--- config.mk ---
export PLATFORM = sky130hd
export DESIGN_NAME = e1000_lite_top
export DESIGN_NICKNAME = d
export VERILOG_FILES = /design/src/rtl/e1000_reg_pkg.sv /design/src/rtl/e1000_intr_pkg.sv /design/src/rtl/e1000_reg_decode.sv /design/src/rtl/e1000_intr_ctrl.sv /design/src/rtl/e1000_reg_response.sv /design/src/rtl/e1000_lite_top.sv
export VERILOG_INCLUDE_DIRS = /design/src /design/src/rtl
export SDC_FILE = /design/constraint.sdc
export NUM_CORES = 1
export LEC_CHECK = 0
export BUFFER_PORTS_ARGS = -buffer_cell sky130_fd_sc_hd__buf_4
export CORE_ASPECT_RATIO = 1.25
export CORE_UTILIZATION = 46
export CTS_CLUSTER_SIZE = 12
export DETAILED_ROUTE_END_ITERATION = 10
export PLACE_DENSITY = 0.87
export SETUP_SLACK_MARGIN = 0.05
export SYNTH_ARGS = -nofsm -noshare
export SYNTH_HDL_FRONTEND = slang
export SYNTH_SLANG_ARGS = --single-unit
--- constraint.sdc ---
create_clock -name aclk -period 3.6 [get_ports aclk]
set_clock_uncertainty 0.05 [all_clocks]
set_input_delay 0.54 -clock aclk [delete_from_list [all_inputs] [get_ports aclk]]
set_output_delay 0.54 -clock aclk [all_outputs]
set_load 0.01 [all_outputs]
--- src/rtl/e1000_defs.svh ---
`ifndef E1000_DEFS_SVH
`define E1000_DEFS_SVH

// Byte offset into the register space
`define E1000_REG_AW 16

// Register and cause vector width
`define E1000_DW 32

// PHY interrupt pin synchronizer flops
`define E1000_SYNC_DEPTH 2

`endif

--- src/rtl/e1000_reg_pkg.sv ---
`include "e1000_defs.svh"

package e1000_reg_pkg;

	typedef logic [`E1000_REG_AW-1:0] reg_addr_t;
	typedef logic [`E1000_DW-1:0] reg_data_t;

	// Register byte offsets
	localparam reg_addr_t REG_CTRL = 'h0000;
	localparam reg_addr_t REG_ICR = 'h00C0;
	localparam reg_addr_t REG_ICS = 'h00C8;
	localparam reg_addr_t REG_IMS = 'h00D0;
	localparam reg_addr_t REG_IMC = 'h00D8;

	localparam int unsigned CTRL_RST_BIT = 26; // Device reset
	localparam int unsigned CTRL_PHY_RST_BIT = 31; // PHY reset

	// Value returned on a read
	typedef enum logic [1:0] {
		SEL_CTRL,
		SEL_ICR,
		SEL_IMS,
		SEL_NONE
	} reg_sel_t;

endpackage

--- src/rtl/e1000_intr_pkg.sv ---
`include "e1000_defs.svh"

package e1000_intr_pkg;

	typedef logic [`E1000_DW-1:0] intr_vec_t;

	localparam int unsigned CAUSE_TXDW = 0;
	localparam int unsigned CAUSE_TXQE = 1;
	localparam int unsigned CAUSE_RXDMT0 = 4;
	localparam int unsigned CAUSE_RXO = 6;
	localparam int unsigned CAUSE_RXT0 = 7;
	localparam int unsigned CAUSE_PHYINT = 12;
	localparam int unsigned CAUSE_TXD_LOW = 15;

	// Bits that ICR and IMS actually store
	localparam intr_vec_t CAUSE_IMPL_MASK = (intr_vec_t'(1) << CAUSE_TXDW) |
		(intr_vec_t'(1) << CAUSE_TXQE) | (intr_vec_t'(1) << CAUSE_RXDMT0) |
		(intr_vec_t'(1) << CAUSE_RXO) | (intr_vec_t'(1) << CAUSE_RXT0) |
		(intr_vec_t'(1) << CAUSE_PHYINT) | (intr_vec_t'(1) << CAUSE_TXD_LOW);

endpackage

--- src/rtl/e1000_reg_decode.sv ---
module e1000_reg_decode (
	input logic aclk,
	input logic rst_i,
	input logic req_i,
	input logic we_i,
	input e1000_reg_pkg::reg_addr_t addr_i,
	input e1000_reg_pkg::reg_data_t wdata_i,
	output logic issue_o,
	output logic release_o,
	output logic ctrl_wr_o,
	output logic ics_wr_o,
	output logic ims_wr_o,
	output logic imc_wr_o,
	output logic icr_wr_o,
	output logic icr_rd_o,
	output e1000_reg_pkg::reg_sel_t rd_sel_o,
	output e1000_reg_pkg::reg_data_t cmd_wdata_o
);
	import e1000_reg_pkg::*;

	typedef enum logic [1:0] {
		IDLE,
		ISSUE,
		WAIT_DROP
	} state_t;

	state_t state;
	logic cmd_we_q;
	reg_addr_t cmd_addr_q;
	reg_data_t cmd_wdata_q;
	logic dec_ctrl_wr, dec_ics_wr, dec_ims_wr, dec_imc_wr, dec_icr_wr, dec_icr_rd;
	reg_sel_t dec_rd_sel;

	// Command is held from capture until the next transfer
	always_ff @(posedge aclk) begin
		if (state == IDLE && req_i) begin
			cmd_we_q <= we_i;
			cmd_addr_q <= addr_i;
			cmd_wdata_q <= wdata_i;
		end
	end

	// Full offset compare, unknown offsets decode to nothing
	always_comb begin
		dec_ctrl_wr = 1'b0;
		dec_ics_wr = 1'b0;
		dec_ims_wr = 1'b0;
		dec_imc_wr = 1'b0;
		dec_icr_wr = 1'b0;
		dec_icr_rd = 1'b0;
		dec_rd_sel = SEL_NONE;
		case (cmd_addr_q)
			REG_CTRL: begin
				dec_ctrl_wr = cmd_we_q;
				dec_rd_sel = SEL_CTRL;
			end
			REG_ICR: begin
				dec_icr_wr = cmd_we_q;
				dec_icr_rd = !cmd_we_q; // Read clears
				dec_rd_sel = SEL_ICR;
			end
			REG_ICS: dec_ics_wr = cmd_we_q;
			REG_IMS: begin
				dec_ims_wr = cmd_we_q;
				dec_rd_sel = SEL_IMS;
			end
			REG_IMC: dec_imc_wr = cmd_we_q;
			default: ;
		endcase
	end

	always_ff @(posedge aclk) begin
		if (state == ISSUE)
			rd_sel_o <= dec_rd_sel;
	end

	always_ff @(posedge aclk) begin
		if (rst_i) begin
			state <= IDLE;
			issue_o <= 1'b0;
			release_o <= 1'b0;
			{ctrl_wr_o, ics_wr_o, ims_wr_o, imc_wr_o, icr_wr_o, icr_rd_o} <= '0;
		end else begin
			issue_o <= 1'b0; // Strobes last one cycle
			release_o <= 1'b0;
			{ctrl_wr_o, ics_wr_o, ims_wr_o, imc_wr_o, icr_wr_o, icr_rd_o} <= '0;
			case (state)
				IDLE: if (req_i) state <= ISSUE;
				ISSUE: begin
					issue_o <= 1'b1;
					ctrl_wr_o <= dec_ctrl_wr;
					ics_wr_o <= dec_ics_wr;
					ims_wr_o <= dec_ims_wr;
					imc_wr_o <= dec_imc_wr;
					icr_wr_o <= dec_icr_wr;
					icr_rd_o <= dec_icr_rd;
					state <= WAIT_DROP;
				end
				WAIT_DROP: begin
					if (!req_i) begin
						release_o <= 1'b1;
						state <= IDLE;
					end
				end
				default: state <= IDLE;
			endcase
		end
	end

	assign cmd_wdata_o = cmd_wdata_q;

endmodule

--- src/rtl/e1000_intr_ctrl.sv ---
`include "e1000_defs.svh"

module e1000_intr_ctrl (
	input logic aclk,
	input logic rst_i,
	input e1000_intr_pkg::intr_vec_t events_i,
	input logic phy_int_i,
	input logic ics_wr_i,
	input logic ims_wr_i,
	input logic imc_wr_i,
	input logic icr_wr_i,
	input logic icr_rd_i,
	input e1000_reg_pkg::reg_data_t cmd_wdata_i,
	output e1000_intr_pkg::intr_vec_t icr_o,
	output e1000_intr_pkg::intr_vec_t ims_o,
	output logic intr_o
);
	import e1000_intr_pkg::*;

	logic [`E1000_SYNC_DEPTH-1:0] phy_sync;
	intr_vec_t icr_q, ims_q;
	intr_vec_t cause_set, icr_d, ims_d;

	always_ff @(posedge aclk) begin
		if (rst_i)
			phy_sync <= '0;
		else
			phy_sync <= {phy_sync[`E1000_SYNC_DEPTH-2:0], phy_int_i};
	end

	always_comb begin
		cause_set = events_i;
		if (ics_wr_i)
			cause_set = cause_set | cmd_wdata_i;
		if (phy_sync[`E1000_SYNC_DEPTH-1])
			cause_set[CAUSE_PHYINT] = 1'b1;

		// Clears first, so a new cause in the same cycle survives
		icr_d = icr_q;
		if (icr_rd_i)
			icr_d = '0;
		if (icr_wr_i)
			icr_d = icr_d & ~cmd_wdata_i;
		icr_d = (icr_d | cause_set) & CAUSE_IMPL_MASK;

		ims_d = ims_q;
		if (ims_wr_i)
			ims_d = ims_d | cmd_wdata_i;
		if (imc_wr_i)
			ims_d = ims_d & ~cmd_wdata_i;
		ims_d = ims_d & CAUSE_IMPL_MASK;
	end

	always_ff @(posedge aclk) begin
		if (rst_i) begin
			icr_q <= '0;
			ims_q <= '0;
		end else begin
			icr_q <= icr_d;
			ims_q <= ims_d;
		end
	end

	assign icr_o = icr_q;
	assign ims_o = ims_q;
	assign intr_o = |(icr_q & ims_q);

endmodule

--- src/rtl/e1000_reg_response.sv ---
module e1000_reg_response (
	input logic aclk,
	input logic rst_i,
	input logic issue_i,
	input logic release_i,
	input logic ctrl_wr_i,
	input e1000_reg_pkg::reg_data_t cmd_wdata_i,
	input e1000_reg_pkg::reg_sel_t rd_sel_i,
	input e1000_intr_pkg::intr_vec_t icr_i,
	input e1000_intr_pkg::intr_vec_t ims_i,
	output logic ack_o,
	output e1000_reg_pkg::reg_data_t rdata_o,
	output logic reset_request_o,
	output logic phy_reset_o
);
	import e1000_reg_pkg::*;

	logic ctrl_rst_q;
	logic ctrl_phy_rst_q;
	reg_data_t ctrl_val;
	reg_data_t rd_val;

	// Only the two reset bits of CTRL exist
	always_ff @(posedge aclk) begin
		if (rst_i) begin
			ctrl_rst_q <= 1'b0;
			ctrl_phy_rst_q <= 1'b0;
		end else if (ctrl_wr_i) begin
			ctrl_rst_q <= cmd_wdata_i[CTRL_RST_BIT];
			ctrl_phy_rst_q <= cmd_wdata_i[CTRL_PHY_RST_BIT];
		end
	end

	always_comb begin
		ctrl_val = '0;
		ctrl_val[CTRL_RST_BIT] = ctrl_rst_q;
		ctrl_val[CTRL_PHY_RST_BIT] = ctrl_phy_rst_q;
		case (rd_sel_i)
			SEL_CTRL: rd_val = ctrl_val;
			SEL_ICR: rd_val = icr_i; // Value before the read clears it
			SEL_IMS: rd_val = ims_i;
			default: rd_val = '0;
		endcase
	end

	always_ff @(posedge aclk) begin
		if (issue_i)
			rdata_o <= rd_val;
	end

	always_ff @(posedge aclk) begin
		if (rst_i)
			ack_o <= 1'b0;
		else if (issue_i)
			ack_o <= 1'b1;
		else if (release_i)
			ack_o <= 1'b0;
	end

	assign reset_request_o = ctrl_rst_q;
	assign phy_reset_o = ctrl_phy_rst_q | rst_i;

endmodule

--- src/rtl/e1000_lite_top.sv ---
module e1000_lite_top (
	input logic aclk,
	input logic rst_i,
	input logic req_i,
	input logic we_i,
	input e1000_reg_pkg::reg_addr_t addr_i,
	input e1000_reg_pkg::reg_data_t wdata_i,
	input e1000_intr_pkg::intr_vec_t events_i,
	input logic phy_int_i,
	output logic ack_o,
	output e1000_reg_pkg::reg_data_t rdata_o,
	output logic intr_o,
	output logic reset_request_o,
	output logic phy_reset_o
);
	import e1000_reg_pkg::*;
	import e1000_intr_pkg::*;

	logic issue, release_s;
	logic ctrl_wr, ics_wr, ims_wr, imc_wr, icr_wr, icr_rd;
	reg_sel_t rd_sel;
	reg_data_t cmd_wdata;
	intr_vec_t icr_q, ims_q;

	e1000_reg_decode reg_decode_inst (
		.aclk(aclk),
		.rst_i(rst_i),
		.req_i(req_i),
		.we_i(we_i),
		.addr_i(addr_i),
		.wdata_i(wdata_i),
		.issue_o(issue),
		.release_o(release_s),
		.ctrl_wr_o(ctrl_wr),
		.ics_wr_o(ics_wr),
		.ims_wr_o(ims_wr),
		.imc_wr_o(imc_wr),
		.icr_wr_o(icr_wr),
		.icr_rd_o(icr_rd),
		.rd_sel_o(rd_sel),
		.cmd_wdata_o(cmd_wdata)
	);

	e1000_intr_ctrl intr_ctrl_inst (
		.aclk(aclk),
		.rst_i(rst_i),
		.events_i(events_i),
		.phy_int_i(phy_int_i),
		.ics_wr_i(ics_wr),
		.ims_wr_i(ims_wr),
		.imc_wr_i(imc_wr),
		.icr_wr_i(icr_wr),
		.icr_rd_i(icr_rd),
		.cmd_wdata_i(cmd_wdata),
		.icr_o(icr_q),
		.ims_o(ims_q),
		.intr_o(intr_o)
	);

	e1000_reg_response reg_response_inst (
		.aclk(aclk),
		.rst_i(rst_i),
		.issue_i(issue),
		.release_i(release_s),
		.ctrl_wr_i(ctrl_wr),
		.cmd_wdata_i(cmd_wdata),
		.rd_sel_i(rd_sel),
		.icr_i(icr_q),
		.ims_i(ims_q),
		.ack_o(ack_o),
		.rdata_o(rdata_o),
		.reset_request_o(reset_request_o),
		.phy_reset_o(phy_reset_o)
	);

endmodule

======== Yosys cells after proc, flatten, opt, wreduce, memory -nomap -nowiden ========
Index checks and enable logic that the tools add are counted.
storage, ports and cells
  output and inout bits ................... 36
  register bits ........................... 112
  input port bits ......................... 85
operators by class
  bitwise operators ....................... 15
  mux-type cells .......................... 15
  equal/unequal tests ..................... 10
  reductions and logical operators ........ 14
operators by type and width
  kind                                                   number
  one-hot mux 32 bit (3 select lines)                    1
  two-way mux 16 bit                                     5
  equality test 16 x 8 -> 1 bit (second input constant)  4
  bitwise AND 16 bit                                     3
  bitwise OR 16 bit                                      3
  OR reduction 32 bit                                    1
  logical NOT 16 bit                                     1
  inverter 16 bit                                        1
  OR reduction 3 bit                                     5
  one-hot mux 2 bit (3 select lines)                     2
  inverter 1 bit                                         7
  two-way mux 1 bit                                      5
  equality test 2 x 1 -> 1 bit (second input constant)   2
  equality test 2 bit (second input constant)            2
  logical NOT 2 bit                                      2
  two-way mux 2 bit                                      2
  inequality test 2 bit (second input constant)          2
  AND reduction 2 bit                                    1
  nonzero test 2 bit                                     1
  OR reduction 2 bit                                     1
  logical AND 1 bit                                      1
  logical NOT 1 bit                                      1
  bitwise OR 1 bit                                       1

======== Longest topological paths before layout ========
  word-level depth ........................ 4
  depth in mapped cells ................... 3

======== Modules after synthesis ========
From an unflattened synthesis, not the netlist that was laid out.
second synthesis, totals
  cells, all modules ...................... 293
  area total of the unflattened synthesis .. 4434.3 sq um
by module, submodules not included
  module              area each (sq um)  sequential area each (sq um)  cells each  times used
  e1000_reg_decode    1959.4             1731.7                        91          1
  e1000_reg_response  1467.7             1021.0                        86          1
  e1000_intr_ctrl     1007.2             320.3                         116         1

======== Least setup slack after synthesis ========
OpenSTA, ideal clock, no wires.
  path type ............................... input port to flip-flop
  start ................................... input req_i
  end ..................................... register reg_decode_inst.cmd_addr_q[0] (enable)
  cell stages on the path ................. 1
  arrival time ............................ 2518 ps
  slack ................................... 583 ps
  data required time ...................... 3101 ps
  buffers on the path ..................... 0
  cells stage by stage .................... nor3b_1
between the ends
  cells in the longest elaborated chain, start to end .. 1
RTL lines
  element                 line                    text
  start: declaration      e1000_lite_top.sv:4     input logic req_i,
  logical AND 1 bit       e1000_reg_decode.sv:36  if (state == IDLE && req_i) begin
  end signal: assignment  e1000_reg_decode.sv:38  cmd_addr_q <= addr_i;
  end: declaration        e1000_reg_decode.sv:29  reg_addr_t cmd_addr_q;
Every way passes these cells.
A chain may end at the register's enable or synchronous reset.

======== Worst setup path after layout ========
  start ................................... register intr_ctrl_inst.icr_q[15], in the netlist intr_ctrl_inst.icr_o[15]
  end ..................................... output intr_o
between the ends
  cells in the longest elaborated chain, start to end .. 2
RTL lines
  element                   line                   text
  start: declaration        e1000_intr_ctrl.sv:21  intr_vec_t icr_q, ims_q;
  start signal: assignment  e1000_intr_ctrl.sv:59  icr_q <= icr_d;
  bitwise AND 16 bit        e1000_intr_ctrl.sv:66  assign intr_o = |(icr_q & ims_q);
  OR reduction 32 bit       e1000_intr_ctrl.sv:66
  end: declaration          e1000_lite_top.sv:12   output logic intr_o,
Every way passes these cells.

==> flow_summary.toml <==
[global_route]
grt_overflow = 0
gr-usage-all-layers = 0.166
antenna_found_initial = 0
grt_pass1_vias = 1605
grt_max_degree = 26
grt_pass1_wl_mm = 6.78

[floorplan]
core_um2 = 5190
boundaryPins = 121
initial_utilization = 0.486
die_y_um = 84.8
die_w_um = 68.2
die-area_um2 = 5780
num_rows = 29

[detailed_routing]
wire_per_inst_um = 13.0
firstDrtPassIters = 4
routed_wl_mm = 4.08
drcViolationCount = 0
post_drt_via_cell_ratio = 5.18
drtIter0Drc = 47
num_vias = 1621
ant_nets = 0

[yosys]
yosysSeqAreaShare = 0.671
avgSynthCellArea_um2 = 13.3
syn_area_um2 = 2520
ys_seq_elements = 66
synth_cell_types = 29
synthCells = 190
yosys-top-cells-area = "edfxtp_1 44%, dfxtp_1 23%, buf_4 6.8%"
yosys_warnings = 0
synth_top_area_frac = 0.441
synth.largest_area_cell = "edfxtp_1"

[worst_hold_path]
hold_class = "primary input to flop"
hold_depth = 1
min_from = "addr_i[2]"

[worst_setup_path]
critPathBufInv = 1
crit_start = "intr_ctrl_inst.icr_o[15]$_SDFF_PP0_"
worstSetupStartpointType = "flop"
slowest_stage = "a222oi_1"
crit_required_ns = 3.01
rr_startpoint = "reg_decode_inst.cmd_addr_q[11]$_DFFE_PP_"
cp-end-kind = "primary output"
worstPathMaxFanout = 3
critPathArrivalTime_ns = 1.32
slowest_delay_ns = 0.36
path_class = "flop to primary output"
r2r_cells = 3
worstPathCellList = "a222oi_1 -> nand3_1 -> buf_4"
crit_cells = 3
cp_top_family = "compound AO/OA/AOI/OAI gates"

[layout]
seq_area_um2 = 1690
drive_above_1_share = 0.287
final_util = 0.590
areaGrowthSynthToFinish_pct = 21.5
mostFrequentLayoutCell = "buf_4"
final_cell_mix = "50 x buf_4, 37 x edfxtp_1, 29 x dfxtp_1"
diodes = 0
multi_input_area_um2 = 722
fin_nets = 331
fin_cells = 313
nFillCells = 428

[cts]
cts_max_level = 3
clock_path_buffers = 2
clk_pin_slew_ns = 0.07
clk_latency_ns = 0.34
cts_buffers = 9
post_cts_resized = 0
clock-sinks = 66
ctsHoldBuffers = 0
post_cts_buffers = 0
tritoncts = "yes"
cts-root-buf = "clkbuf_8"

[sta]
period_needed_ns = 1.91
finalCritPeriodShare = 0.531
setup_tns_ns = 0
timing.slew.headroom = 0.659
setup_violations = 0
report.final.slew_viol_count = 0
final.setup.worst_slack_ns = 1.69
rsz0062_at_grt = "false"
fmax_ghz = 0.524
tightestPinTransition_ns = 0.505
hold_viol = 0

[placed_design]
place_inst = 297
portBuffers = 49
gp_congestion = 0.749
dp_hpwl_mm = 2.99
preCtsSetupSlack_ns = 1.84

[flow_run]
cap_violations = 0

[pwr]
ir_drop_mv = 0.304
power.density_nw_per_um2 = 502
p_leak_nw = 1.16

[run_status]
status = "complete, no violations"
state kept, by name, summed over array words and instances (netlist names):
| signal | count |
|---|---|
| intr_ctrl_inst.phy_sync | 2 |
| reg_response_inst.rdata_o | 9 |
| reg_decode_inst.icr_wr_o | 1 |
| reg_decode_inst.cmd_we_q | 1 |
| intr_ctrl_inst.icr_o | 7 |
| reg_response_inst.ack_o | 1 |
| reg_response_inst.reset_request_o | 1 |
| reg_response_inst.ctrl_phy_rst_q | 1 |
| reg_decode_inst.icr_rd_o | 1 |
| reg_decode_inst.cmd_wdata_o | 9 |
| reg_decode_inst.issue_o | 1 |
| reg_decode_inst.imc_wr_o | 1 |
| reg_decode_inst.state | 2 |
| reg_decode_inst.ims_wr_o | 1 |
| reg_decode_inst.cmd_addr_q | 16 |
| intr_ctrl_inst.ims_o | 7 |
| reg_decode_inst.ctrl_wr_o | 1 |
| reg_decode_inst.release_o | 1 |
| reg_decode_inst.ics_wr_o | 1 |
| reg_decode_inst.rd_sel_o | 2 |
Yosys cell counts:
cell type	instances
nor2b_1	5
nor2_1	11
nand2b_1	1
a21o_2	2
nor4b_1	2
nor4_4	2
a222oi_1	1
clkbuf_1	4
edfxtp_1	37
buf_4	23
mux2i_1	2
a211oi_1	8
nand3b_1	8
nand4b_1	1
conb_1	1
nand4_1	2
nor4_2	1
nor4b_2	1
inv_1	2
nor3b_1	3
nand2_1	8
nor4bb_1	1
nand3_2	1
a22oi_1	2
nand3_1	2
a21oi_1	22
a22o_1	7
dfxtp_1	29
or2_2	1
final timing paths:
check | end | slack [ns]
hold reg to reg | intr_ctrl_inst.phy_sync[1]$_SDFF_PP0_ | 0.40
setup / recovery | intr_o | 1.69
hold / removal | reg_decode_inst.cmd_addr_q[2]$_DFFE_PP_ | 0.32
setup reg to reg | reg_decode_inst.rd_sel_o[1]$_DFFE_PN_ | 2.15
where the power goes:
group	internal [mW]	switching, mW
clock network	0.337	0.255
registers	0.834	0.0243
logic	0.0434	0.0435
total	1.21	0.323
cells by family after synthesis:
kind of cell,Yosys count,synth area share
other cells,1,0.00149
compound gates,42,0.109
simple gates,50,0.134
buf+inv,29,0.0774
mux,2,0.00794
flops,66,0.671
metal layers:
| layer | track usage | share of wire |
|---|---|---|
| met4 | 0.129 | 0.032 |
| met1 | 0.166 | 0.38 |
| met5 | 0 | 0 |
| met2 | 0.273 | 0.53 |
| met3 | 0.0543 | 0.066 |
cell type report:
cell class,count,share of cell area
multi-input combinational,117,0.236
tap,62,0.0253
sequential,66,0.552
clock buffer,13,0.0486
clock inverter,3,0.0131
timing repair buffer,50,0.123
inverter,2,0.00245
metrics by stage:
| step | instance area (µm²) | hold slack, ns | total power [mW] |
|---|---|---|---|
| 5_1_grt | 3060 | 0.303 | 1.60 |
| 3_5_place_dp | 2870 | 0.375 | 0.961 |
| 2_1_floorplan | 2600 | 0.364 | 0.931 |
| 6_report | 3060 | 0.321 | 1.54 |
| 4_1_cts | 3060 | 0.305 | 1.55 |
| 3_3_place_gp | 2870 | 0.375 | 0.956 |
Note: power is estimated with default switching activity, not from simulation.
